--- src/rtl/kalman_defines.svh ---
`ifndef KALMAN_DEFINES_SVH
`define KALMAN_DEFINES_SVH

// Size of the resonator bank and of the fixed-point words.
`define KALMAN_HARMONICS 4
`define KALMAN_SAMPLE_W 18
`define KALMAN_FRAC 16

// AXI4-Lite write port geometry.
`define KALMAN_AXIL_AW 8
`define KALMAN_AXIL_DW 32

// Register map. A write to the sample address starts one update.
// In the coefficient region, address bits 5:4 pick the harmonic and bits 3:2 the field.
`define KALMAN_ADDR_SAMPLE 8'h00
`define KALMAN_COEF_BASE 8'h40

`endif

--- src/rtl/kalman_fix_pkg.sv ---
`default_nettype none

`include "kalman_defines.svh"

package kalman_fix_pkg;

	// Samples, the error and every state share one signed width.
	typedef logic signed [`KALMAN_SAMPLE_W-1:0] sample_t;

	// Coefficients are Q1.16 in the same 18-bit word.
	typedef logic signed [`KALMAN_SAMPLE_W-1:0] coef_t;

	typedef struct packed {
		coef_t cos;
		coef_t sin;
		coef_t k1;
		coef_t k2;
	} coef_set_t;

	typedef struct packed {
		sample_t x1;
		sample_t x2;
	} state_pair_t;

	// Wide enough for an 18x18 product plus headroom for the sums.
	typedef logic signed [39:0] acc_t;

endpackage

`default_nettype wire

--- src/rtl/kalman_ctrl_pkg.sv ---
`default_nettype none

`include "kalman_defines.svh"

package kalman_ctrl_pkg;

	// SUM ops gather the first states, UPDATE ops advance one resonator.
	typedef enum logic {
		OP_SUM,
		OP_UPDATE
	} op_kind_e;

	typedef logic [$clog2(`KALMAN_HARMONICS)-1:0] harm_idx_t;

	// Order matches address bits 3:2 of the coefficient region.
	typedef enum logic [1:0] {
		FIELD_COS,
		FIELD_SIN,
		FIELD_K1,
		FIELD_K2
	} coef_field_e;

endpackage

`default_nettype wire

--- src/rtl/kalman_if.sv ---
`default_nettype none


// ************************************************************
// Result bus from the MAC to the state bank.
// ************************************************************
interface kalman_res_if;

	logic valid;
	kalman_ctrl_pkg::harm_idx_t harm;
	kalman_fix_pkg::state_pair_t pair;
	logic last;

	modport src (output valid, harm, pair, last);
	modport snk (input valid, harm, pair, last);

endinterface

`default_nettype wire

--- src/rtl/kalman_state_bank.sv ---
`default_nettype none

`include "kalman_defines.svh"

module kalman_state_bank (
	input wire clk_i,
	input wire harmonics_rst,
	kalman_res_if.snk res,
	output kalman_fix_pkg::state_pair_t states_o [`KALMAN_HARMONICS],
	output logic update_done_o,
	output logic state_we_o,
	output kalman_ctrl_pkg::harm_idx_t state_harm_o,
	output kalman_fix_pkg::sample_t state_x1_o,
	output kalman_fix_pkg::sample_t state_x2_o
);

	// State register file and stream strobes.
	always_ff @(posedge clk_i) begin
		if (harmonics_rst) begin
			state_we_o <= 1'b0;
			update_done_o <= 1'b0;
			for (int h = 0; h < `KALMAN_HARMONICS; h++) begin
				states_o[h] <= '0;
			end
		end else begin
			state_we_o <= res.valid;
			update_done_o <= res.valid && res.last;
			if (res.valid) begin
				states_o[res.harm] <= res.pair;
			end
		end
	end

	// Stream payload, qualified by state_we_o.
	always_ff @(posedge clk_i) begin
		if (res.valid) begin
			state_harm_o <= res.harm;
			state_x1_o <= res.pair.x1;
			state_x2_o <= res.pair.x2;
		end
	end

	// A burst of results opens with harmonic 0.
	a_first_harm: assert property (@(posedge clk_i) disable iff (harmonics_rst)
		res.valid && !$past(res.valid) |-> res.harm == '0);

	// Each following beat carries the next harmonic.
	a_harm_order: assert property (@(posedge clk_i) disable iff (harmonics_rst)
		res.valid && !res.last |=>
			res.valid && res.harm == kalman_ctrl_pkg::harm_idx_t'($past(res.harm) + 1'b1));

endmodule

`default_nettype wire

--- src/flat_wrapper.sv ---
// flat-port wrapper written by rule: the top's interface ports become plain ports
module kalman_state_bank_flat 
  (clk_i, harmonics_rst, states_o, update_done_o, state_we_o, state_harm_o, state_x1_o, state_x2_o, res_valid, res_harm, res_pair, res_last);
  kalman_res_if res_i ();
  input wire clk_i;
  input wire harmonics_rst;
  output kalman_fix_pkg::state_pair_t states_o[`KALMAN_HARMONICS];
  output logic update_done_o;
  output logic state_we_o;
  output kalman_ctrl_pkg::harm_idx_t state_harm_o;
  output kalman_fix_pkg::sample_t state_x1_o;
  output kalman_fix_pkg::sample_t state_x2_o;
  input wire logic [$bits(res_i.valid)-1:0] res_valid;
  input wire logic [$bits(res_i.harm)-1:0] res_harm;
  input wire logic [$bits(res_i.pair)-1:0] res_pair;
  input wire logic [$bits(res_i.last)-1:0] res_last;
  assign res_i.valid = res_valid;
  assign res_i.harm = res_harm;
  assign res_i.pair = res_pair;
  assign res_i.last = res_last;
  kalman_state_bank u_core (.clk_i(clk_i), .harmonics_rst(harmonics_rst), .res(res_i), .states_o(states_o), .update_done_o(update_done_o), .state_we_o(state_we_o), .state_harm_o(state_harm_o), .state_x1_o(state_x1_o), .state_x2_o(state_x2_o));
endmodule
--- config.mk ---
export PLATFORM = sky130hd
export DESIGN_NAME = kalman_state_bank_flat
export DESIGN_NICKNAME = d
export VERILOG_FILES = /design/src/rtl/kalman_fix_pkg.sv /design/src/rtl/kalman_ctrl_pkg.sv /design/src/rtl/kalman_if.sv /design/src/rtl/kalman_state_bank.sv /design/src/flat_wrapper.sv
export VERILOG_INCLUDE_DIRS = /design/src /design/src/rtl
export SDC_FILE = /design/constraint.sdc
export NUM_CORES = 1
export LEC_CHECK = 0
export BUFFER_PORTS_ARGS = -buffer_cell sky130_fd_sc_hd__buf_4
export CAP_MARGIN = 5
export CORE_ASPECT_RATIO = 1.25
export CORE_UTILIZATION = 35
export DETAILED_ROUTE_END_ITERATION = 6
export GPL_TIMING_DRIVEN = 0
export PLACE_DENSITY = 0.62
export SLEW_MARGIN = 20
export SYNTH_ARGS = -nofsm -noshare
export SYNTH_HDL_FRONTEND = slang
export SYNTH_SLANG_ARGS = --single-unit
export TNS_END_PERCENT = 100
--- constraint.sdc ---
create_clock -name clk_i -period 1.2 [get_ports clk_i]
set_input_delay 0.12 -clock clk_i [delete_from_list [all_inputs] [get_ports clk_i]]
set_output_delay 0.12 -clock clk_i [all_outputs]
set_load 0.01 [all_outputs]
==> run_results.csv <==
group,metric,value,unit
clock_tree,cts_buffer_depth,2,
placement,place_inst,1039,
sta,rsz0062_at_grt,"no",
sta,fin_crit,1.111,ns
global_route,globalRouteOverflowTotal,0,
routing,vias,4980,
yosys,syn_inst,550,
setup_path,cp.required,1.49,ns
run_status,run_status,"finished clean",
clock_tree,clk_pin_slew,0.07,ns
setup_path,end_kind,"flip-flop",
clock_tree,clock-root-buffer,"clkbuf_16",
clock_tree,cts_num_sinks,184,
sta,final-max-slew-violation-count,0,
floorplan,die_h,158.9,um
global_route,grt_max_degree,44,
floorplan,coreArea,19400,um2
setup_path,rr_endpoint,"u_core.states_o[136]",
global_route,antenna_found_initial,0,
final_layout,nNetsFinal,874,
global_route,grt_pass1_vias,5292,
sta,finalCritPeriodShare,92.59,%
clock_tree,insertion_delay,0.42,ns
setup_path,r2r_start,"u_core.states_o[136]",
sta,setup_viol,0,
yosys,synth_seq_area_share,58.95,%
power,peakVddDrop,0.8701,mV
final_layout,drive_gt1_share,32.58,%
sta,worst_slew_pin_slew,0.4547,ns
sta,fmax,900.1,MHz
floorplan,fp.dieW,127.5,um
yosys,syn-mean-instance-area,12.53,um2
routing,wl_per_cell,17.01,um
setup_path,startpoint,"harmonics_rst",
routing,postRouteAntennaNets,0,
sta,skew,0,ns
setup_path,worstSetupEndpoint,"u_core.states_o[72]",
clock_tree,htreeDepth,4,
placement,gp_congestion,0.7692,
final_layout,final_common_cell,"buf_4",
power,cellPowerDensity,1372,nW/um2
sta,hold_viol_final,0,
power,power_leakage,4.643,nW
run,cap_violations,0,
yosys,syn_nets,592,
placement,dp_hpwl,13520,um
setup_path,crit_fanout,10,
yosys,yosysWarningCount,0,
clock_tree,cts_tree,"yes",
clock_tree,cts_made_buffers,17,
floorplan,start_util,35.54,%
yosys,synth.distinct_cells,14,
final_layout,layoutNonFillerInstCount,1109,
yosys,yosysTopAreaCellShare,42.40,%
final_layout,area_growth,43.12,%
final_layout,insertedDiodeCount,0,
yosys,syn_area,6894,um2
floorplan,rows,57,
routing,viasPerCell,4.491,
yosys,synth_area_leaders,"dfxtp_1, mux2i_1, edfxtp_1",
setup_path,cp-start-kind,"primary input",
final_layout,fillers,1774,
routing,drt-total-wl,18860,um
setup_path,crit_arrival,1.40,ns
min_path,holdCritPathClass,"in2reg",
floorplan,die-area,20270,um2
setup_path,worstSetupPathType,"in2reg",
routing,first_pass_iters,4,
floorplan,ioPinCount,226,
setup_path,ff2ff_path_depth,2,
routing,drc,0,
setup_path,r2r_setup_slack,0.56,ns
placement,numPortBuffers,224,
routing,drtIter0Drc,186,
global_route,grt_usage,19.16,%
yosys,synth_top_area_cell,"dfxtp_1",
yosys,ys_seq_elements,184,
final_layout,final_cell_mix,"buf_4, nand2b_1, dfxtp_1, mux2i_1, dlygate4sd3_1",
sta,final.setup.tns,0,ns
global_route,grt_pass1_wl,29440,um
sta,max_slew_margin,69.68,%
[synthesized netlist by cell type]
cell type,count
nand2b_1,180
dfxtp_1,146
mux2i_1,144
edfxtp_1,38
clkbuf_1,18
buf_2,11
buf_12,3
buf_4,3
nand3b_1,2
and2_1,1
and3_2,1
buf_6,1
nor2b_2,1
or3b_1,1
[cells by family after synthesis]
family                 Yosys count  synth area share, %
buffers and inverters           36                3.140
DFF                            184                58.95
and+or+nand+nor                186                17.01
muxes                          144                20.91
[critical path, cell delays in order]
cell and delay [ns]:
buf_2 0.26, buf_2 0.36, clkbuf_1 0.41, nand2b_1 0.17
mux2i_1 0.07
[sequential cells by signal (all words and copies together) (netlist names)]
| name | cells |
|---|---|
| u_core.state_harm_o | 2 |
| u_core.update_done_o | 1 |
| u_core.state_x2_o | 18 |
| u_core.states_o | 144 |
| u_core.state_we_o | 1 |
| u_core.state_x1_o | 18 |
[timing repair]
action | 4_1_cts | 5_1_grt
cloned | 0 | 0
resized for setup | 2 | 3
setup endpoints to repair | 34 | 7
buffers inserted | 0 | 0
pin swaps | 0 | 0
hold endpoints to repair | 39 | 0
hold buffers | 39 | 0
[per-stage QoR]
| step | total power, mW | utilization [%] | worst slack [ns] | hold WS, ns | area (um2) |
|---|---|---|---|---|---|
| floorplan | 7.481 | - | 0.1731 | 0.2189 | 6894 |
| global placement | 8.210 | 45.92 | -0.5739 | 0.3097 | 8907 |
| detailed placement | 8.245 | 45.92 | -0.6581 | 0.3100 | 8907 |
| CTS | 13.68 | 50.83 | 0.04517 | 0.07927 | 9861 |
| global route | 14.07 | 50.86 | 0.03321 | 0.03188 | 9867 |
| finish | 13.53 | 50.86 | 0.08897 | 0.05533 | 9867 |
[final cells by class]
type                    count  area [um2]  share of cell area, %
well taps                 265       331.6                  3.360
repair buffers            263        2085                  21.13
clock buffers              21       470.5                  4.768
flip-flops and latches    184        4064                  41.19
plain buffers              36       217.7                  2.206
clock inverters            10       85.08                 0.8623
multi-input cells         330        2614                  26.49
[layer usage]
metal / routed length, um / global-route usage (%)
met5: 0 / 0
met4: 394 / 7.846
met3: 1276 / 6.469
met2: 9590 / 33.11
met1: 7601 / 21.38
[worst min-delay path by stage]
stage            startpoint                      to  slack [ns]  depth (start not counted)
4_1_cts           res_valid    u_core.state_x1_o[3]        0.08                          1
5_1_grt           res_valid    u_core.state_x1_o[3]        0.03                          1
3_5_place_dp   res_pair[13]   u_core.state_x2_o[13]        0.31                          1
2_1_floorplan   res_harm[0]  u_core.state_harm_o[0]        0.22                          0
6_report          res_valid    u_core.state_x1_o[3]        0.06                          1
3_3_place_gp   res_pair[25]    u_core.state_x1_o[7]        0.31                          1
[power by group]
group          internal, mW  switching (mW)
Sequential             6.59           0.129
Combinational         0.781           0.700
Clock                  2.86            2.47
Note: power is estimated with default switching activity, not from simulation.
