**src/rtl/kalman_defines.svh**
```systemverilog
`ifndef KALMAN_DEFINES_SVH
`define KALMAN_DEFINES_SVH

// Size of the resonator bank and of the fixed-point words.
`define KALMAN_HARMONICS 4
`define KALMAN_SAMPLE_W 18
`define KALMAN_FRAC 16

// AXI4-Lite write port geometry.
`define KALMAN_AXIL_AW 8
`define KALMAN_AXIL_DW 32

// Register map. A write to the sample address starts one update.
// In the coefficient region, address bits 5:4 pick the harmonic and bits 3:2 the field.
`define KALMAN_ADDR_SAMPLE 8'h00
`define KALMAN_COEF_BASE 8'h40

`endif

```
**src/rtl/kalman_ctrl_pkg.sv**
```systemverilog
`default_nettype none

`include "kalman_defines.svh"

package kalman_ctrl_pkg;

	// SUM ops gather the first states, UPDATE ops advance one resonator.
	typedef enum logic {
		OP_SUM,
		OP_UPDATE
	} op_kind_e;

	typedef logic [$clog2(`KALMAN_HARMONICS)-1:0] harm_idx_t;

	// Order matches address bits 3:2 of the coefficient region.
	typedef enum logic [1:0] {
		FIELD_COS,
		FIELD_SIN,
		FIELD_K1,
		FIELD_K2
	} coef_field_e;

endpackage

`default_nettype wire

```
**src/rtl/kalman_if.sv**
```systemverilog
`default_nettype none

// ************************************************************
// Operation bus from the sequencer to the MAC.
// ************************************************************
interface kalman_op_if;

	logic valid;
	kalman_ctrl_pkg::op_kind_e kind;
	kalman_ctrl_pkg::harm_idx_t harm;
	// Marks the last harmonic of the current phase.
	logic last;

	modport src (output valid, kind, harm, last);
	modport snk (input valid, kind, harm, last);

endinterface


`default_nettype wire

```
**src/rtl/kalman_sequencer.sv**
```systemverilog
`default_nettype none

`include "kalman_defines.svh"

module kalman_sequencer (
	input wire clk_i,
	input wire harmonics_rst,
	input wire start_i,
	input wire err_ready_i,
	input wire update_done_i,
	output logic busy_o,
	kalman_op_if.src op
);

	localparam kalman_ctrl_pkg::harm_idx_t LAST_HARM =
		kalman_ctrl_pkg::harm_idx_t'(`KALMAN_HARMONICS - 1);

	typedef enum logic [2:0] {
		PH_IDLE,
		PH_SUM,
		PH_WAIT_ERR,
		PH_UPDATE,
		PH_DRAIN
	} phase_e;

	phase_e phase_q;
	kalman_ctrl_pkg::harm_idx_t harm_q;

	// Ops are issued straight from the phase and the harmonic counter.
	assign op.valid = (phase_q == PH_SUM) || (phase_q == PH_UPDATE);
	assign op.kind = (phase_q == PH_UPDATE) ? kalman_ctrl_pkg::OP_UPDATE
		: kalman_ctrl_pkg::OP_SUM;
	assign op.harm = harm_q;
	assign op.last = (harm_q == LAST_HARM);

	always_ff @(posedge clk_i) begin
		if (harmonics_rst) begin
			phase_q <= PH_IDLE;
			harm_q <= '0;
			busy_o <= 1'b0;
		end else begin
			case (phase_q)
				PH_IDLE: begin
					harm_q <= '0;
					if (start_i) begin
						phase_q <= PH_SUM;
						busy_o <= 1'b1;
					end
				end
				PH_SUM: begin
					harm_q <= harm_q + 1'b1;
					if (harm_q == LAST_HARM) begin
						phase_q <= PH_WAIT_ERR;
						harm_q <= '0;
					end
				end
				PH_WAIT_ERR: begin
					if (err_ready_i) begin
						phase_q <= PH_UPDATE;
					end
				end
				PH_UPDATE: begin
					harm_q <= harm_q + 1'b1;
					if (harm_q == LAST_HARM) begin
						phase_q <= PH_DRAIN;
					end
				end
				default: begin
					// Results are still in the MAC pipeline here.
					if (update_done_i) begin
						phase_q <= PH_IDLE;
						busy_o <= 1'b0;
					end
				end
			endcase
		end
	end

	// The MAC must hold a fresh error before any resonator moves.
	a_update_after_err: assert property (@(posedge clk_i) disable iff (harmonics_rst)
		op.valid && op.kind == kalman_ctrl_pkg::OP_UPDATE |-> err_ready_i);

endmodule

`default_nettype wire

```
**src/flat_wrapper.sv**
```systemverilog
// flat-port wrapper written by rule: the top's interface ports become plain ports
module kalman_sequencer_flat 
  (clk_i, harmonics_rst, start_i, err_ready_i, update_done_i, busy_o, op_valid, op_kind, op_harm, op_last);
  kalman_op_if op_i ();
  input wire clk_i;
  input wire harmonics_rst;
  input wire start_i;
  input wire err_ready_i;
  input wire update_done_i;
  output logic busy_o;
  output wire logic [$bits(op_i.valid)-1:0] op_valid;
  output wire logic [$bits(op_i.kind)-1:0] op_kind;
  output wire logic [$bits(op_i.harm)-1:0] op_harm;
  output wire logic [$bits(op_i.last)-1:0] op_last;
  assign op_valid = op_i.valid;
  assign op_kind = op_i.kind;
  assign op_harm = op_i.harm;
  assign op_last = op_i.last;
  kalman_sequencer u_core (.clk_i(clk_i), .harmonics_rst(harmonics_rst), .start_i(start_i), .err_ready_i(err_ready_i), .update_done_i(update_done_i), .busy_o(busy_o), .op(op_i));
endmodule
```
**config.mk**
```make
export PLATFORM = sky130hd
export DESIGN_NAME = kalman_sequencer_flat
export DESIGN_NICKNAME = d
export VERILOG_FILES = /design/src/rtl/kalman_ctrl_pkg.sv /design/src/rtl/kalman_if.sv /design/src/rtl/kalman_sequencer.sv /design/src/flat_wrapper.sv
export VERILOG_INCLUDE_DIRS = /design/src /design/src/rtl
export SDC_FILE = /design/constraint.sdc
export NUM_CORES = 1
export LEC_CHECK = 0
export ABC_AREA = 1
export BUFFER_PORTS_ARGS = -buffer_cell sky130_fd_sc_hd__buf_4
export CAP_MARGIN = 40
export CORE_AREA = 8 8 45 47
export DETAILED_ROUTE_END_ITERATION = 16
export DIE_AREA = 0 0 53 55
export GPL_ROUTABILITY_DRIVEN = 0
export MAX_ROUTING_LAYER = met4
export PLACE_DENSITY = 0.52
export REMOVE_ABC_BUFFERS = 1
export SYNTH_ARGS = -nofsm -noshare
export SYNTH_HDL_FRONTEND = slang
export SYNTH_SLANG_ARGS = --single-unit
```
**constraint.sdc**
```tcl
create_clock -name clk_i -period 1.32 [get_ports clk_i]
set_clock_uncertainty 0.15 [all_clocks]
set_input_delay 0 -clock clk_i [delete_from_list [all_inputs] [get_ports clk_i]]
set_output_delay 0 -clock clk_i [all_outputs]
set_load 0.005 [all_outputs]
```
==> results of run 1 <==
[synth_stat cells]
library cell  number  area share (%)
a21oi_1            3             4.2
a31oi_1            1             1.7
dfxtp_1            6              33
ha_1               1             3.5
inv_1              6             6.3
inv_2              4             4.2
nand2_1           14              15
nand3_1            2             2.8
nand3_2            2             5.6
nand3b_1           1             2.1
nand4_1            2             3.5
nor2_1             7             7.3
nor2_2             2             3.5
nor2_4             1             3.1
o21ai_0            2             2.8
o21ai_1            1             1.4
[cells by family (layout without fill, tap and decap cells)]
logic type               Yosys count  count (layout)
AND/OR/NAND/NOR                   31              31
buffers and inverters             10              32
AO/OA/AOI/OAI                      7               7
flip-flops                         6               6
adder cells (fa/ha/maj)            1               1
[critical path, delay by kind of cell (launching register included)]
family	cells	cell delay (ns)
adders and majority gates	1	0.13
DFF	1	0.35
and+or+nand+nor	6	0.55
[state kept, by name (all words and copies together), names as in the netlist]
name,cells
u_core.phase_q,3
u_core.op.harm,2
u_core.busy_o,1
[routing by layer]
metal	share of wire (%)	vias to the layer above
met2	46	11
li1	-	223
met3	6.4	0
met1	47	190
met5	0	-
met4	0	0
[area by class of cell]
cell class | instances | share of cell area, %
multi-input combinational | 39 | 38.6
timing repair buffer | 19 | 25.8
sequential | 6 | 21.6
inverter | 10 | 6.55
clock buffer | 3 | 3.93
tap | 16 | 3.49
[stage by stage]
stage	instances	instance area (um^2)
after global placement	86	492
after global routing	93	573
after CTS	92	547
after floorplan	55	359
after detailed placement	86	492
final	93	573
[power groups by stage]
stage	combinational [W]	sequential (W)	clock, W
floorplan	0.000435	0.000322	0
global placement	0.000697	0.000311	0
detailed placement	0.000696	0.000310	0
CTS	0.000739	0.000307	0.000183
global route	0.000845	0.000331	0.000189
finish	0.000749	0.000324	0.000174
[final timing paths]
check | endpoint | slack, ns | cells after the start
worst min-delay path | u_core.busy_o | 0.02 | 6
worst max-delay path | u_core.phase_q[2] | 0.04 | 7
worst max register to register | u_core.phase_q[2] | 0.04 | 7
worst min register to register | u_core.busy_o | 0.34 | 2
[repair_timing]
item                       in CTS  in global routing
gates resized for setup         1                  7
setup buffers                   1                  1
setup endpoints to repair       2                  5
pin swaps                       0                  3
hold buffers                    2                  0
hold endpoints to repair        6                  0
==> run_results.csv, run 1 <==
group,metric,value,unit
power,intPower,0.000707,W
global_route,antenna_found_initial,0,
final_layout,layout_common_cells,"buf_4, nand2_1, nor2_1",
route,num_vias,424,
yosys,ys_ff_latch,6,
route,vias_per_cell,4.56,
power,netSwitchingPower,0.000539,W
timing,period_share,97.3,%
final_layout,num_antenna_cells,0,
clock_tree,cts.root.buffer_cell,"clkbuf_4",
worst_setup_path,cp.required,1.31,ns
worst_setup_path,cp_slowest_stage_delay,0.35,ns
timing,finalSetupViolCount,0,
die,core_area,1380,um^2
route,drt-total-wl,928,um
clock_tree,clk_pin_slew,0.05,ns
worst_setup_path,startpoint,"u_core.op.harm[1]",
route,drc,0,
global_route,busiest_layer,"met2",
global_route,grtUsageMet3,2.67,%
yosys,avgSynthCellArea,6.53,um^2
yosys,synthCells,55,
power,powerDensity,2180,nW/um^2
placed_design,dp_slack,0.00809,ns
final_layout,utilization,41.4,%
route,antenna_left,0,
power,p_leak,0.300,nW
clock_tree,clock_path_buffers,2,
global_route,grt_pass1_vias,395,
yosys,synth_cell_types,16,
min_path,min-delay-start,"update_done_i",
yosys,yosys_warnings,0,
worst_setup_path,crit_path_top_delay_cell,"dfxtp_2",
clock_tree,clk_latency,0.24,ns
worst_setup_path,cpMostUsedCell,"nand2_1",
global_route,met1_usage,8.08,%
final_layout,drive_gt1_share,45.5,%
global_route,overflow,0,
timing,final-hold-violation-count,0,
worst_setup_path,worstSetupEndpointType,"flip-flop",
power,total_power,0.00125,W
final_layout,multi_input_area,221,um^2
worst_setup_path,worstPathCellList,"ha_4 > nand3b_1 > nand3_2 > nor2_4 > nand2_1 > nand2_1 > nor2_1",
die,die_h,55,um
route,wl_per_cell,9.98,um
power,vdd_drop_max,0.000945,V
yosys,synth_xor_area_share,0,%
yosys,ys_seq_area_share,33.4,%
yosys,synth_top_family_by_area,"simple AND/OR/NAND/NOR gates",
global_route,use_met2,10.7,%
route,first_pass_iters,5,
timing,slew_headroom,86.3,%
timing,rsz0062_at_grt,"yes",
power,combPwrFrac,60.1,%
timing,fin_ws,0.0363,ns
global_route,grt_max_degree,6,
flow_run,cap_viol_max_count,0,
final_layout,seqCellArea,124,um^2
clock_tree,cts.sinks,6,
yosys,synth-simple-area-share,42.5,%
yosys,synthMuxAreaShare,0,%
timing,fin_worst_hold_slack,0.0192,ns
worst_setup_path,worstSetupPathType,"flip-flop to flip-flop",
final_layout,nFillCells,148,
power,seqPwrFrac,26.0,%
clock_tree,cts_tree,"built",
die,pin_count,11,
route,dr.first_iter.drc_count,10,
yosys,synthAdderAreaFrac,3.48,%
timing,worst-slew-pin-transition,0.205,ns
final_layout,syn2layout_area_growth,59.6,%
die,die_x,53,um
worst_setup_path,crit_path_start_kind,"flip-flop",
yosys,synth_compound_area_share,10.1,%
global_route,grt_pass1_wl,1540,um
timing,fin_tns_setup,0,ns
placed_design,dp_hpwl,693,um
timing,slew_violations,0,
power,sw_frac_of_total,43.3,%
timing,min_period,1.28,ns
die,initial_core_util,25.9,%
worst_setup_path,r2r_start,"u_core.op.harm[1]",
worst_setup_path,cp_max_fo,4,
power,clkPwrFrac,13.9,%
final_layout,layout.nets,85,
final_layout,mostFrequentLayoutCell,"buf_4",
outcome,status,"finished, final reports clean",
worst_setup_path,cp.arrival,1.27,ns
yosys,syn_area,359,um^2
die,num_rows,14,
clock_tree,htree_levels,1,
min_path,hold_path.class,"input pin to flip-flop",
timing,max_freq,0.779,GHz
placed_design,portBuffers,10,
clock_tree,cts-buffers-inserted,3,
die,dieArea,2920,um^2
global_route,groute.usage.overall,7.50,%
Note: power is estimated with default switching activity, not from simulation.
==> inputs of run 2 (changes only) <==
Settings changed: PLACE_DENSITY 0.52 to 0.45.
==> run_results.csv, run 2 (same netlist as run 1, synthesis figures left out) <==
group,metric,value,unit
outcome,status,"finished, final reports clean",
clock_tree,clk_pin_slew,0.05,ns
global_route,grt_max_degree,8,
final_layout,layout.nets,85,
global_route,grt_pass1_vias,414,
clock_tree,cts-buffers-inserted,3,
power,combPwrFrac,58.9,%
min_path,hold_path.class,"input pin to flip-flop",
timing,slew_headroom,86.0,%
flow_run,cap_viol_max_count,0,
global_route,overflow,0,
final_layout,num_antenna_cells,0,
clock_tree,htree_levels,1,
route,wl_per_cell,10.4,um
power,clkPwrFrac,13.8,%
power,sw_frac_of_total,42.3,%
worst_setup_path,crit_path_start_kind,"flip-flop",
timing,final-hold-violation-count,0,
final_layout,drive_gt1_share,44.2,%
die,pin_count,11,
power,netSwitchingPower,0.000521,W
final_layout,utilization,41.2,%
timing,fin_ws,0.0205,ns
final_layout,largest-register,"u_core.phase_q",
global_route,antenna_found_initial,0,
power,vdd_drop_max,0.000964,V
timing,finalSetupViolCount,0,
power,seqPwrFrac,27.3,%
timing,max_freq,0.770,GHz
timing,fin_tns_setup,0,ns
route,num_vias,403,
worst_setup_path,cp_max_fo,4,
worst_setup_path,cp.arrival,1.29,ns
placed_design,dpl-instance-area,507,um^2
die,dieArea,2920,um^2
die,core_area,1380,um^2
final_layout,largest_reg_flops,3,
worst_setup_path,worstSetupEndpointType,"flip-flop",
clock_tree,cts.root.buffer_cell,"clkbuf_4",
timing,period_share,98.5,%
placed_design,dp_hpwl,739,um
placed_design,dp_slack,-0.0130,ns
route,first_pass_iters,4,
final_layout,layout_common_cells,"buf_4, nand2_1, nor2_1",
die,num_rows,14,
route,drc,0,
route,drt-total-wl,965,um
clock_tree,cts_tree,"built",
timing,worst-slew-pin-transition,0.210,ns
timing,fin_worst_hold_slack,0.0287,ns
final_layout,mostFrequentLayoutCell,"buf_4",
final_layout,fin_area,571,um^2
global_route,groute.usage.overall,8.18,%
clock_tree,clock_path_buffers,2,
power,p_leak,0.299,nW
die,initial_core_util,25.9,%
final_layout,syn2layout_area_growth,58.9,%
worst_setup_path,worstSetupPathType,"flip-flop to flip-flop",
power,intPower,0.000710,W
route,dr.first_iter.drc_count,4,
global_route,grt_pass1_wl,1670,um
timing,slew_violations,0,
route,antenna_left,0,
timing,rsz0062_at_grt,"yes",
power,powerDensity,2160,nW/um^2
placed_design,portBuffers,10,
timing,min_period,1.30,ns
route,vias_per_cell,4.33,
die,die_h,55,um
die,die_x,53,um
clock_tree,cts.sinks,6,
worst_setup_path,cp.required,1.31,ns
clock_tree,clk_latency,0.24,ns
-- run 2: area by class of cell --
cell class / count / area [um^2]
Clock buffer: 3 / 22.5
Fill cell: 162 / 813
Inverter: 10 / 37.5
Multi-Input combinational cell: 39 / 216
Sequential cell: 6 / 126
Tap cell: 16 / 20.0
Timing Repair Buffer: 19 / 148
-- run 2: final timing paths --
path	start	end	slack [ns]	cells past startpoint
min reg2reg	u_core.busy_o	u_core.busy_o	0.34	2
max	u_core.op.harm[1]	u_core.phase_q[2]	0.02	7
max reg2reg	u_core.op.harm[1]	u_core.phase_q[2]	0.02	7
min	update_done_i	u_core.busy_o	0.03	6
-- run 2: metal layers --
| layer | track usage [%] | wire length [um] | share of wire (%) |
|---|---|---|---|
| met4 | 5.17 | 16 | 1.7 |
| met2 | 12.5 | 461 | 48 |
| met3 | 4.01 | 68 | 7.0 |
| met1 | 8.24 | 419 | 43 |
| met5 | - | 0 | 0 |
-- run 2: worst max-delay path: stages, from the launching register on --
cell,delay (ns)
dfxtp_2,0.35
ha_4,0.14
nand3b_1,0.17
nand3_2,0.10
nor2_4,0.12
nand2_1,0.07
nand2_1,0.05
nor2_1,0.04
-- run 2: timing repair --
action,in CTS,in global routing
pin swaps,3,2
hold endpoints to repair,6,0
setup endpoints to repair,3,4
gates resized for setup,6,1
hold buffers,2,0
buffers inserted,0,0
-- run 2: power groups by stage --
stage	sequential (W)	clock (W)	combinational [W]
final	0.000336	0.000169	0.000725
after global routing	0.000349	0.000196	0.000819
after CTS	0.000329	0.000180	0.000735
after detailed placement	0.000317	0	0.000711
after global placement	0.000317	0	0.000720
after floorplan	0.000322	0	0.000435
-- run 2: per-stage QoR --
stage          std cells  power, W
4_1_cts               93   0.00124
2_1_floorplan         55  0.000758
6_report              93   0.00123
3_3_place_gp          88   0.00104
5_1_grt               93   0.00136
3_5_place_dp          88   0.00103
==> inputs of run 3 (changes only) <==
Settings changed: BUFFER_PORTS_ARGS -buffer_cell sky130_fd_sc_hd__buf_4 to unset, DONT_BUFFER_PORTS set to 1, PLACE_DENSITY 0.45 to 0.4.
Clock period 1.32 ns to 1.15 ns, I/O delays scaled along.
==> run_results.csv, run 3 (same netlist as run 1, synthesis figures left out) <==
group,metric,value,unit
outcome,status,"complete, but fails checks",
outcome,violations,"hold timing, setup timing",
global_route,overflow,0,
die,die_h,55,um
min_path,min-delay-start,"harmonics_rst",
timing,fin_worst_hold_slack,-0.347,ns
power,total_power,0.00165,W
timing,worst-slew-pin-transition,0.152,ns
global_route,grt_max_degree,8,
route,antenna_left,0,
route,dr.first_iter.drc_count,0,
final_layout,drive_gt1_share,56.0,%
clock_tree,cts-buffers-inserted,3,
worst_setup_path,r2r_start,"u_core.op.harm[0]",
worst_setup_path,crit_path_start_kind,"flip-flop",
power,p_leak,0.294,nW
clock_tree,clk_latency,0.25,ns
final_layout,syn2layout_area_growth,63.4,%
worst_setup_path,crit_path_top_delay_cell,"dfxtp_4",
worst_setup_path,r2r_setup_slack,-0.11,ns
final_layout,num_antenna_cells,0,
worst_setup_path,worstPathCellList,"buf_4 > nor2_4 > nand2_2 > buf_6 > inv_2",
die,pin_count,11,
timing,final-hold-violation-count,6,
die,dieArea,2920,um^2
flow_run,cap_viol_max_count,0,
placed_design,placed_cells_incl_taps,85,
route,num_vias,416,
timing,slew_violations,0,
timing,period_share,112,%
die,die_x,53,um
power,powerDensity,2810,nW/um^2
worst_setup_path,cp_max_fo,4,
clock_tree,cts_tree,"built",
timing,finalSetupViolCount,7,
worst_setup_path,worstReg2RegEnd,"u_core.phase_q[2]",
timing,min_period,1.28,ns
clock_tree,clock_path_buffers,2,
timing,rsz0062_at_grt,"yes",
final_layout,layout_common_cells,"buf_4, nand2_1, nor2_1",
final_layout,largest_reg_flops,3,
worst_setup_path,cp.required,1.00,ns
timing,slew_headroom,89.8,%
global_route,grt_pass1_wl,1650,um
worst_setup_path,reg2reg_depth,7,
route,drc,0,
placed_design,dp_hpwl,738,um
global_route,groute.usage.overall,7.94,%
global_route,antenna_found_initial,0,
timing,fin_tns_setup,-0.537,ns
global_route,grt_pass1_vias,415,
clock_tree,clk_pin_slew,0.05,ns
clock_tree,cts.root.buffer_cell,"clkbuf_4",
power,vdd_drop_max,0.00111,V
die,num_rows,14,
die,initial_core_util,25.9,%
worst_setup_path,critPathBufInv,3,
route,drt-total-wl,1040,um
route,first_pass_iters,1,
final_layout,final_cells,91,
final_layout,largest-register,"u_core.phase_q",
timing,fin_ws,-0.133,ns
min_path,min_to,"u_core.phase_q[0]",
worst_setup_path,cp_top_family,"flip-flops",
timing,max_freq,0.780,GHz
route,wl_per_cell,11.4,um
clock_tree,cts.sinks,6,
clock_tree,htree_levels,1,
route,vias_per_cell,4.57,
worst_setup_path,cp_slowest_stage_delay,0.36,ns
worst_setup_path,cp.arrival,1.13,ns
min_path,hold_path.class,"input pin to flip-flop",
final_layout,layout.nets,83,
min_path,whs_path_depth,1,
worst_setup_path,worstSetupPathType,"flip-flop to output port",
die,core_area,1380,um^2
placed_design,portBuffers,0,
worst_setup_path,worstSetupEndpointType,"output port",
final_layout,mostFrequentLayoutCell,"buf_4",
## run 3: cell count changes in the layout (fill, tap and decap cells not counted), moves of 2 or more
cell	previous run	this run
a21oi_1	3	1
a21oi_2	0	2
buf_4	17	15
buf_6	0	2
dfxtp_1	3	1
dlygate4sd3_1	2	0
inv_1	6	4
inv_2	4	6
nor2_2	2	0
nor2_4	1	3
## run 3: worst max path at each step
stage	from	endpoint	slack, ns	depth (start not counted)
2_1_floorplan	u_core.op.harm[0]	u_core.phase_q[2]	-0.12	7
3_3_place_gp	u_core.op.harm[0]	u_core.phase_q[1]	-0.18	7
3_5_place_dp	u_core.op.harm[0]	u_core.phase_q[2]	-0.16	7
5_1_grt	u_core.op.harm[0]	u_core.phase_q[2]	-0.21	7
4_1_cts	u_core.op.harm[0]	u_core.phase_q[2]	-0.14	7
6_report	u_core.phase_q[2]	op_kind	-0.13	5
## run 3: area by class of cell
cell class / count / area (um^2)
Clock buffer: 3 / 22.5
Inverter: 10 / 37.5
Fill cell: 156 / 797
Multi-Input combinational cell: 39 / 240
Timing Repair Buffer: 17 / 135
Sequential cell: 6 / 131
Tap cell: 16 / 20.0
## run 3: repair_timing
item	4_1_cts	5_1_grt
setup endpoints to repair	8	8
hold endpoints to repair	6	6
pin swaps	6	2
buffers inserted	2	2
gates resized for setup	11	10
## run 3: where the power goes
group	internal, W	total, W	switching (W)
Clock	0.000119	0.000203	0.0000842
Combinational	0.000522	0.00103	0.000503
Sequential	0.000315	0.000423	0.000107
## run 3: metal layers
layer | vias to the layer above | part of all wire, % | track usage, %
met2 | 12 | 44 | 11.3
met4 | 0 | 1.8 | 5.17
met1 | 186 | 45 | 8.51
met5 | - | 0 | -
met3 | 4 | 8.5 | 4.01
li1 | 214 | - | -
## run 3: stage by stage
stage	area (um^2)	hold slack, ns	utilization (%)	worst slack (ns)
floorplan	359	-0.0809	-	-0.120
global placement	484	-0.0771	35.0	-0.179
detailed placement	484	-0.0779	35.0	-0.162
CTS	548	-0.340	39.6	-0.136
global route	587	-0.356	42.4	-0.205
finish	587	-0.347	42.4	-0.133
