File: src/rtl/kalman_defines.svh
`ifndef KALMAN_DEFINES_SVH
`define KALMAN_DEFINES_SVH

// Size of the resonator bank and of the fixed-point words.
`define KALMAN_HARMONICS 4
`define KALMAN_SAMPLE_W 18
`define KALMAN_FRAC 16

// AXI4-Lite write port geometry.
`define KALMAN_AXIL_AW 8
`define KALMAN_AXIL_DW 32

// Register map. A write to the sample address starts one update.
// In the coefficient region, address bits 5:4 pick the harmonic and bits 3:2 the field.
`define KALMAN_ADDR_SAMPLE 8'h00
`define KALMAN_COEF_BASE 8'h40

`endif

File: src/rtl/kalman_fix_pkg.sv
`default_nettype none

`include "kalman_defines.svh"

package kalman_fix_pkg;

	// Samples, the error and every state share one signed width.
	typedef logic signed [`KALMAN_SAMPLE_W-1:0] sample_t;

	// Coefficients are Q1.16 in the same 18-bit word.
	typedef logic signed [`KALMAN_SAMPLE_W-1:0] coef_t;

	typedef struct packed {
		coef_t cos;
		coef_t sin;
		coef_t k1;
		coef_t k2;
	} coef_set_t;

	typedef struct packed {
		sample_t x1;
		sample_t x2;
	} state_pair_t;

	// Wide enough for an 18x18 product plus headroom for the sums.
	typedef logic signed [39:0] acc_t;

endpackage

`default_nettype wire

File: src/rtl/kalman_ctrl_pkg.sv
`default_nettype none

`include "kalman_defines.svh"

package kalman_ctrl_pkg;

	// SUM ops gather the first states, UPDATE ops advance one resonator.
	typedef enum logic {
		OP_SUM,
		OP_UPDATE
	} op_kind_e;

	typedef logic [$clog2(`KALMAN_HARMONICS)-1:0] harm_idx_t;

	// Order matches address bits 3:2 of the coefficient region.
	typedef enum logic [1:0] {
		FIELD_COS,
		FIELD_SIN,
		FIELD_K1,
		FIELD_K2
	} coef_field_e;

endpackage

`default_nettype wire

File: src/rtl/kalman_host_port.sv
`default_nettype none

`include "kalman_defines.svh"

module kalman_host_port (
	input wire clk_i,
	input wire harmonics_rst,
	input wire s_awvalid_i,
	input wire [`KALMAN_AXIL_AW-1:0] s_awaddr_i,
	input wire s_wvalid_i,
	input wire [`KALMAN_AXIL_DW-1:0] s_wdata_i,
	input wire [`KALMAN_AXIL_DW/8-1:0] s_wstrb_i,
	input wire s_bready_i,
	input wire busy_i,
	output logic s_awready_o,
	output logic s_wready_o,
	output logic s_bvalid_o,
	output logic [1:0] s_bresp_o,
	output logic start_o,
	output kalman_fix_pkg::sample_t sample_o,
	output kalman_fix_pkg::coef_set_t coefs_o [`KALMAN_HARMONICS]
);

	localparam logic [1:0] RESP_OKAY = 2'b00;
	localparam logic [1:0] RESP_SLVERR = 2'b10;
	localparam logic [`KALMAN_AXIL_AW-1:0] ADDR_SAMPLE = `KALMAN_ADDR_SAMPLE;
	localparam logic [`KALMAN_AXIL_AW-1:0] COEF_BASE = `KALMAN_COEF_BASE;
	localparam int AW = `KALMAN_AXIL_AW;
	localparam int SW = `KALMAN_SAMPLE_W;

	logic wr_fire;
	logic sample_hit;
	logic coef_hit;
	logic [1:0] wr_resp;
	kalman_ctrl_pkg::harm_idx_t wr_harm;
	kalman_ctrl_pkg::coef_field_e wr_field;
	kalman_fix_pkg::coef_t wr_coef;

	// Both channels complete in the same cycle.
	assign wr_fire = s_awvalid_i && s_awready_o && s_wvalid_i && s_wready_o;

	// Byte offset bits are not decoded, every register is written whole.
	// The write strobe s_wstrb_i is accepted but has no effect.
	assign sample_hit = (s_awaddr_i[AW-1:2] == ADDR_SAMPLE[AW-1:2]);
	assign coef_hit = (s_awaddr_i[AW-1:6] == COEF_BASE[AW-1:6]);
	assign wr_harm = s_awaddr_i[5:4];
	assign wr_field = kalman_ctrl_pkg::coef_field_e'(s_awaddr_i[3:2]);
	assign wr_coef = s_wdata_i[SW-1:0];

	// A sample that arrives during an update is refused.
	assign wr_resp = (coef_hit || (sample_hit && !busy_i)) ? RESP_OKAY : RESP_SLVERR;

	// Start is combinational so that busy follows in the very next cycle.
	assign start_o = wr_fire && sample_hit && !busy_i;

	// ************************************************************
	// Handshake and response.
	// ************************************************************
	always_ff @(posedge clk_i) begin
		if (harmonics_rst) begin
			s_awready_o <= 1'b0;
			s_wready_o <= 1'b0;
			s_bvalid_o <= 1'b0;
			s_bresp_o <= RESP_OKAY;
		end else begin
			s_awready_o <= 1'b0;
			s_wready_o <= 1'b0;
			if (s_awvalid_i && s_wvalid_i && !s_awready_o && !s_bvalid_o) begin
				s_awready_o <= 1'b1;
				s_wready_o <= 1'b1;
			end
			if (wr_fire) begin
				s_bvalid_o <= 1'b1;
				s_bresp_o <= wr_resp;
			end else if (s_bready_i) begin
				s_bvalid_o <= 1'b0;
			end
		end
	end

	// ************************************************************
	// Register file.
	// ************************************************************
	always_ff @(posedge clk_i) begin
		if (harmonics_rst) begin
			sample_o <= '0;
			for (int h = 0; h < `KALMAN_HARMONICS; h++) begin
				coefs_o[h] <= '0;
			end
		end else if (wr_fire) begin
			if (start_o) begin
				sample_o <= s_wdata_i[SW-1:0];
			end
			if (coef_hit) begin
				case (wr_field)
					kalman_ctrl_pkg::FIELD_COS: coefs_o[wr_harm].cos <= wr_coef;
					kalman_ctrl_pkg::FIELD_SIN: coefs_o[wr_harm].sin <= wr_coef;
					kalman_ctrl_pkg::FIELD_K1: coefs_o[wr_harm].k1 <= wr_coef;
					default: coefs_o[wr_harm].k2 <= wr_coef;
				endcase
			end
		end
	end

	// A response, once raised, keeps its code until the host takes it.
	a_bresp_held: assert property (@(posedge clk_i) disable iff (harmonics_rst)
		s_bvalid_o && !s_bready_i |=> s_bvalid_o && $stable(s_bresp_o));

endmodule

`default_nettype wire

File: config.mk
export PLATFORM = sky130hd
export DESIGN_NAME = kalman_host_port
export DESIGN_NICKNAME = d
export VERILOG_FILES = /design/src/rtl/kalman_fix_pkg.sv /design/src/rtl/kalman_ctrl_pkg.sv /design/src/rtl/kalman_host_port.sv
export VERILOG_INCLUDE_DIRS = /design/src /design/src/rtl
export SDC_FILE = /design/constraint.sdc
export NUM_CORES = 1
export LEC_CHECK = 0
export ABC_CLOCK_PERIOD_IN_PS = 1550
export BUFFER_PORTS_ARGS = -buffer_cell sky130_fd_sc_hd__buf_2
export CORE_ASPECT_RATIO = 1.1
export CORE_MARGIN = 2
export CORE_UTILIZATION = 47
export CTS_CLUSTER_DIAMETER = 40
export DETAILED_ROUTE_END_ITERATION = 8
export PLACE_DENSITY = 0.78
export SYNTH_ARGS = -nofsm -noshare
export SYNTH_HDL_FRONTEND = slang
export SYNTH_SLANG_ARGS = --single-unit
File: constraint.sdc
create_clock -name clk_i -period 1.55 [get_ports clk_i]
set_clock_uncertainty 0.2 [all_clocks]
set_input_delay 0.0775 -clock clk_i [delete_from_list [all_inputs] [get_ports clk_i]]
set_output_delay 0.0775 -clock clk_i [all_outputs]
set_load 0.05 [all_outputs]
==> results of run 1 <==
==> through the flow <==
stage / cells / util
final: 1956 / 0.650
after global routing: 1956 / 0.650
after CTS: 1948 / 0.636
after detailed placement: 1846 / 0.573
after global placement: 1846 / 0.573
after floorplan: 1190 / -
==> report_power, final <==
| group | total [uW] | switching (uW) | internal (uW) |
|---|---|---|---|
| clock | 8990 | 3520 | 5470 |
| combinational | 1010 | 570 | 439 |
| sequential | 7950 | 5.14 | 7950 |
==> what timing repair did <==
| item | CTS | global route |
|---|---|---|
| setup endpoints to repair | 163 | 273 |
| buffers inserted | 3 | 3 |
| pin swaps | 0 | 2 |
| cloned | 1 | 4 |
| resized for setup | 18 | 39 |
| hold endpoints to repair | 302 | 1 |
==> placed cells by master (no fill, tap or decap), types with 12 or more instances in the layout <==
cell and count:
buf_2 338, nand2b_1 322, dfxtp_1 303, mux2i_1 286, buf_4 53, clkbuf_16 42
buf_12 35, dlygate4sd3_1 29, inv_1 16, or3b_2 15, or4b_1 12
==> cells by family after synthesis <==
logic type      after synthesis  synth area share
compound gates               36            0.0252
simple gates                412             0.211
flops                       309             0.476
buf+inv                     142            0.0634
other cells                   1          0.000289
mux                         290             0.224
==> layout make-up <==
type | count | area share
clock inverters | 17 | 0.0115
repair buffers | 464 | 0.185
diodes | 1 | 0.000142
inverters | 17 | 0.00384
clock buffers | 52 | 0.0617
well taps | 357 | 0.0254
multi-input cells | 739 | 0.360
flip-flops and latches | 309 | 0.353
==> worst max-delay path, delay by kind of cell, from the launching register on <==
family                 cells  cell delay [ns]
AND/OR/NAND/NOR            2             0.72
flip-flops                 1             0.34
buffers and inverters      2             0.34
AO/OA/AOI/OAI              1             0.10
==> layer usage <==
metal  up-vias  share of wire  global-route usage
li1       4767              -                   -
met5         -              0                   0
met4         0          0.040              0.0970
met2       390           0.47               0.435
met1      4967           0.42               0.315
met3       122          0.070              0.0616
==> how the worst max path moves through the flow <==
stage                                startpoint  cells past startpoint                         to  slack (ns)
after floorplan           s_wready_o$_SDFF_PP0_                      6  s_bresp_o[1]$_SDFFE_PP0P_       -0.18
after global placement            s_awaddr_i[4]                      6                   register       -0.08
after detailed placement          s_awaddr_i[4]                      6                   register       -0.11
after CTS                 s_wready_o$_SDFF_PP0_                      4                    start_o       -0.14
after global routing      s_wready_o$_SDFF_PP0_                      5                   register       -0.38
final                     s_wready_o$_SDFF_PP0_                      5                   register       -0.30
==> results.toml, run 1 <==
[critical_path]
reg2reg_slack_ns = -0.30
critPathLaunchType = "register"
critPathKind = "register to register"
max_stage_delay_ns = 0.58
critPathRequiredTime_ns = 1.72
crit_slowest_cell = "nor4_1"
rr_startpoint = "s_wready_o$_SDFF_PP0_"
endpoint_kind = "register"
arrival_ns = 2.02
worstPathMaxFanout = 30
reg2reg_depth = 5
crit_chain = "buf_4 > nand3_1 > buf_12 > nor4_1 > a2111oi_2"

[die]
rows = 63
dieArea_um2 = 29000
die_h_um = 178
die_x_um = 162
coreArea_um2 = 27000
boundaryPins = 362
start_util = 0.480

[timing]
maxSlewViolCount = 0
finalCritPeriodShare = 1.19
slew_headroom = 0.576
tightest_slew_ns = 0.631
setup_viol = 264
max_freq_mhz = 541
hold_violations = 1
fin_tns_setup_ns = -11.38
rsz0062_at_grt = "true"
fin_ws_ns = -0.298
hold-worst-slack_ns = -0.00352
period_minus_slack_ns = 1.85

[cts]
cts.path.max_buffers = 3
cts_hold_buf = 29
cts_buffers = 38
h-tree-depth = 2
cts-root-buf = "clkbuf_16"
cts_tree = "done"
clock_sinks = 309
clk_pin_slew_ns = 0.05
worstSkewPairLatency_ns = 0.50

[yosys]
synth-main-ff-cell = "dfxtp_1"
yosysWarningCount = 0
synth_top_area_frac = 0.476
syn_area_um2 = 13000
ys_async_sr_fraction = 0
synth_cells = 1190
ys_top_cells_by_area = "dfxtp_1, mux2i_1, nand2b_1"
synth-seq-cells = 309
synth_edf_count = 0
yosysMostFrequentCell = "nand2b_1"
avgSynthCellArea_um2 = 10.9
yosysUniqueCellTypes = 44
ys_top_cells_by_count = "nand2b_1, dfxtp_1, mux2i_1"
yosysSeqAreaShare = 0.476
yosys.area.top_type = "dfxtp_1"
syn_nets = 1240

[global_route]
antenna_found_initial = 1
grt_pass1_wl_um = 58000
grt-ovfl-total = 0
grt_pass1_vias = 10200
grt_usage = 0.256
grt_max_degree = 93

[place]
place_ws_ns = -0.105
gp_congestion = 0.828
hpwl_um = 25500
place_area_um2 = 15500
portBuffers = 340

[layout]
stdcell_area_um2 = 17600
syn_to_final_growth_pct = 35.4
fillers = 2041
nNetsFinal = 1619
regArea_um2 = 6200
drive_above_1_share = 0.361
multi_input_area_um2 = 6330

[hold_path]
hold_start = "s_awaddr_i[6]"
hp-class = "input port to register"
holdPathStages = 4

[route]
wirelength_um = 39700
vias_per_cell = 5.24
drtAntennaViolNets = 0
dr_total_vias = 10200
wl_per_cell_um = 20.3
drt_iter0_markers = 619
dr.pass1.iters = 5
drc = 0

[pwr]
powerDensity_nw_per_um2 = 1020
leakagePower_uw = 0.00924
max-vdd-ir-drop_v = 0.000818
finalPower_uw = 18000

[run_status]
violations = "negative hold slack, negative setup slack"
status = "finished with violations"

[flow_run]
max_cap_viol_count = 0
Power figures use the tool's default switching activity.
==> run 2: changes to the inputs <==
- CELL_PAD_IN_SITES_DETAIL_PLACEMENT: default -> 1
- CELL_PAD_IN_SITES_GLOBAL_PLACEMENT: default -> 1
- CORE_UTILIZATION: 47 -> 36
==> run 2 against run 1 <==
Effect of this change: the flow still finishes with violations (negative hold slack, negative setup slack); non-clock buffer count is 6 higher; combinational power up 5%; core utilization shrank 14 points; clock-buffer cell count unchanged; critical path depth shrank 1; via count grew 1.5%; die area is 30% higher; worst hold slack worse by 0.0055 ns; register-to-register slack better by 0.11 ns; global-route usage fell by 2.4 points; critical path type is now register to primary output; largest cell class unchanged; largest power group unchanged; highest routed layer unchanged.
==> results.toml, run 2 (synthesis results as in run 1) <==
[place]
place_area_um2 = 15800
gp_congestion = 0.833
portBuffers = 340
place_ws_ns = -0.184
hpwl_um = 29800

[critical_path]
worstPathMaxFanout = 2
max_stage_delay_ns = 0.34
rr_startpoint = "s_wready_o$_SDFF_PP0_"
crit_chain = "and3_4 > nand3_4 > clkinvlp_4 > buf_8"
critPathBufInv = 2
cpLargestDelayFamily = "flip-flops"
endpoint_kind = "primary output"
arrival_ns = 1.46
critPathRequiredTime_ns = 1.27
startpoint = "s_wready_o$_SDFF_PP0_"
critPathKind = "register to primary output"
crit_slowest_cell = "dfxtp_4"
reg2reg_depth = 5
critPathLaunchType = "register"
cp.depth = 4

[flow_run]
max_cap_viol_count = 0

[pwr]
clkPwrFrac = 0.523
switchingPower_uw = 4510
p_seq_frac = 0.421
p_int_uw = 14400
max-vdd-ir-drop_v = 0.000916
power_frac_comb = 0.056
powerDensity_nw_per_um2 = 1050
leakagePower_uw = 0.00939
swShare = 0.239

[global_route]
grt-ovfl-total = 0
grt_pass1_vias = 11000
grt_usage = 0.231
grt_max_degree = 48
antenna_found_initial = 0
grt_pass1_wl_um = 66700

[timing]
rsz0062_at_grt = "true"
fin_ws_ns = -0.188
tightest_slew_ns = 0.676
setup_viol = 286
slew_headroom = 0.545
hold-worst-slack_ns = -0.00907
finalCritPeriodShare = 1.12
maxSlewViolCount = 0
period_minus_slack_ns = 1.74
max_freq_mhz = 575
hold_violations = 1
fin_tns_setup_ns = -24.06

[cts]
worstSkewPairLatency_ns = 0.54
clock_sinks = 309
cts.path.max_buffers = 3
cts_buffers = 43
cts_tree = "done"
cts-root-buf = "clkbuf_16"
clk_pin_slew_ns = 0.06
h-tree-depth = 2

[route]
wl_per_cell_um = 22.3
drt_iter0_markers = 434
drtAntennaViolNets = 0
vias_per_cell = 4.97
dr_total_vias = 10400
drc = 0
dr.pass1.iters = 4
wirelength_um = 46700

[layout]
regArea_um2 = 6200
nNetsFinal = 1630
n_antenna_cell = 0
stdcell_area_um2 = 18100
final_common_cell = "buf_2"
drive_above_1_share = 0.368
mostFrequentLayoutCells = "buf_2, nand2b_1, dfxtp_1"
fillers = 3823
syn_to_final_growth_pct = 39.0
multi_input_area_um2 = 6310

[die]
die_h_um = 203
dieArea_um2 = 37600
coreArea_um2 = 35400
start_util = 0.367
die_x_um = 185
rows = 72
boundaryPins = 362

[run_status]
violations = "negative hold slack, negative setup slack"
status = "finished with violations"

[hold_path]
hold_start = "s_awaddr_i[6]"
hp-class = "input port to register"
holdPathStages = 4
[run 2: cell count changes in the layout (fill, tap and decap cells not counted), sizes merged]
cell,previous run,this run
buf,432,435
bufbuf,0,1
clkbuf,55,59
clkinv,5,11
clkinvlp,3,6
diode,1,0
dlygate4sd3,29,27
[run 2: final timing paths]
check	to	slack, ns
worst max-delay path	start_o	-0.19
worst min-delay path	register	-0.009
worst max register to register	register	-0.19
worst min register to register	s_wready_o$_SDFF_PP0_	0.26
[run 2: tightest hold or removal path: cells and delay by family]
kind | cells | cell delay [ns]
AO/OA/AOI/OAI | 2 | 0.22
buffers and inverters | 1 | 0.19
AND/OR/NAND/NOR | 1 | 0.19
[run 2: metal layers]
layer | wire length, um | GRT usage
met3 | 3030 | 0.0634
met1 | 19200 | 0.276
met2 | 22600 | 0.396
met5 | 0 | 0
met4 | 1810 | 0.0884
[run 2: final cells by class]
| class | count | area share |
|---|---|---|
| Inverter | 17 | 0.00374 |
| Tap cell | 481 | 0.0333 |
| Multi-Input combinational cell | 739 | 0.350 |
| Timing Repair Buffer | 470 | 0.190 |
| Clock inverter | 26 | 0.0157 |
| Sequential cell | 309 | 0.343 |
| Clock buffer | 52 | 0.0648 |
[run 2: power by group through the flow]
stage               registers (uW)  clock network [uW]  logic, uW
floorplan                     8150                   0        488
global placement              8130                   0        943
detailed placement            8130                   0        953
CTS                           7950               10000       1020
global route                  7950               10400       1110
finish                        7960                9870       1060
[run 2: what timing repair did]
action / 4_1_cts / 5_1_grt
hold buffers: 25 / 2
setup endpoints to repair: 123 / 307
hold endpoints to repair: 292 / 1
buffers inserted: 4 / 4
gates cloned: 1 / 7
pin swaps: 1 / 2
gates resized for setup: 22 / 27
[run 2: stage by stage]
stage | total power (uW) | utilization | instances | hold WS (ns)
2_1_floorplan | 8640 | - | 1190 | -0.0128
3_3_place_gp | 9070 | 0.445 | 1975 | 0.119
3_5_place_dp | 9080 | 0.445 | 1975 | 0.137
4_1_cts | 19000 | 0.498 | 2083 | -0.110
5_1_grt | 19400 | 0.510 | 2094 | 0.0107
6_report | 18900 | 0.510 | 2094 | -0.00907
==> run 3: changes to the inputs <==
- CTS_BUF_LIST: default -> sky130_fd_sc_hd__clkbuf_8 sky130_fd_sc_hd__clkbuf_16
==> run 3 against run 2 <==
Effect of this change: the run still ends with negative hold slack, negative setup slack left; global-route usage is the same; die area unchanged; wire length down 0.14%; highest routed layer unchanged; via count down 0.28%; final cell count unchanged; design area unchanged; sequential power hardly changed.
==> results.toml, run 3 (synthesis results as in run 1) <==
[run_status]
status = "finished with violations"
violations = "negative hold slack, negative setup slack"

[die]
die_h_um = 203
die_x_um = 185
boundaryPins = 362
start_util = 0.367
rows = 72
dieArea_um2 = 37600
coreArea_um2 = 35400

[timing]
tightest_slew_ns = 0.677
max_freq_mhz = 574
maxSlewViolCount = 0
setup_viol = 285
finalCritPeriodShare = 1.12
slew_headroom = 0.545
fin_tns_setup_ns = -24.93
hold-worst-slack_ns = -0.00845
rsz0062_at_grt = "true"
period_minus_slack_ns = 1.74
hold_violations = 1
fin_ws_ns = -0.192

[place]
portBuffers = 340
hpwl_um = 29800
place_inst = 1975
gp_congestion = 0.833

[critical_path]
arrival_ns = 1.46
endpoint_kind = "primary output"
crit_chain = "and3_4 > nand3_4 > clkinvlp_4 > buf_8"
critPathKind = "register to primary output"
crit_slowest_cell = "dfxtp_4"
worstPathMaxFanout = 2
critPathRequiredTime_ns = 1.27
cpLargestDelayFamily = "flip-flops"
critPathBufInv = 2
max_stage_delay_ns = 0.34
critPathLaunchType = "register"

[cts]
clock_sinks = 309
cts-root-buf = "clkbuf_16"
worstSkewPairLatency_ns = 0.54
h-tree-depth = 2
clk_pin_slew_ns = 0.06
cts_tree = "done"
cts_buffers = 43
cts.path.max_buffers = 3

[route]
wirelength_um = 46600
drt_iter0_markers = 428
drc = 0
vias_per_cell = 4.95
drtAntennaViolNets = 0
wl_per_cell_um = 22.3
dr.pass1.iters = 4
dr_total_vias = 10400

[global_route]
busiest_layer = "met2"
grt_max_degree = 48
antenna_found_initial = 0
grt_pass1_wl_um = 66700
gr-usage-met1 = 0.276
gr-usage-met2 = 0.396
grt_pass1_vias = 11000
grt_usage = 0.231
grt-ovfl-total = 0
met3_usage = 0.0634

[layout]
fin_util = 0.510
final_cells = 2094
mostFrequentLayoutCells = "buf_2, nand2b_1, dfxtp_1"
syn_to_final_growth_pct = 39.0
nNetsFinal = 1630
final_common_cell = "buf_2"
drive_above_1_share = 0.368
fillers = 3823
n_antenna_cell = 0

[pwr]
clkPwrFrac = 0.522
finalPower_uw = 18900
power_frac_comb = 0.056
leakagePower_uw = 0.00940
powerDensity_nw_per_um2 = 1040
switchingPower_uw = 4500
swShare = 0.239
p_int_uw = 14400
p_seq_frac = 0.422
max-vdd-ir-drop_v = 0.000915

[hold_path]
hp-class = "input port to register"

[flow_run]
max_cap_viol_count = 0
==> run 3: cell count changes in the layout (fill, tap and decap cells not counted) <==
cell / previous run / this run
inv_1: 16 / 19
clkbuf_1: 3 / 0
==> run 3: metal layers <==
metal  part of all wire  vias to the layer above
li1                   -                     4793
met1               0.41                     5138
met2               0.49                      337
met3              0.065                      104
met4              0.039                        0
met5                  0                        -
==> run 3: timing repair <==
action	4_1_cts	5_1_grt
resized for setup	22	27
hold buffers	25	2
cloned	1	7
setup endpoints to repair	123	307
pin swaps	1	2
setup buffers	4	4
endpoints found under the hold margin	292	1
==> run 3: layout make-up <==
class | count | area, um2 | area share
Clock buffer | 49 | 1160 | 0.0642
Tap cell | 481 | 602 | 0.0333
Inverter | 17 | 67.6 | 0.00374
Clock inverter | 29 | 295 | 0.0164
Multi-Input combinational cell | 739 | 6310 | 0.350
Timing Repair Buffer | 470 | 3420 | 0.190
Sequential cell | 309 | 6200 | 0.343
==> run 3: worst paths after layout <==
kind	depth (start not counted)	to	startpoint	slack, ns
worst max-delay path	4	start_o	s_wready_o$_SDFF_PP0_	-0.19
worst min-delay path	4	register	s_awaddr_i[6]	-0.008
worst max register to register	5	register	s_wready_o$_SDFF_PP0_	-0.18
worst min register to register	1	s_wready_o$_SDFF_PP0_	s_bvalid_o$_SDFFE_PP0P_	0.26
==> run 3: worst min-delay path, stage by stage <==
cell	delay [ns]
buf_2	0.19
nor2b_4	0.19
a31oi_1	0.17
a311oi_1	0.05
==> run 3: power groups by stage <==
stage               sequential (uW)  combinational [uW]  clock [uW]
global placement               8130                 943           0
finish                         7960                1060        9840
floorplan                      8150                 488           0
CTS                            7950                1020        9980
detailed placement             8130                 953           0
global route                   7950                1110       10300
==> run 3: metrics by stage <==
| step | hold slack (ns) | setup slack [ns] | cell area (um2) |
|---|---|---|---|
| 2_1_floorplan | -0.0128 | -0.184 | 13100 |
| 3_3_place_gp | 0.119 | -0.0966 | 15800 |
| 3_5_place_dp | 0.137 | -0.184 | 15800 |
| 4_1_cts | -0.110 | -0.194 | 17600 |
| 5_1_grt | 0.0107 | -0.224 | 18100 |
| 6_report | -0.00845 | -0.192 | 18100 |
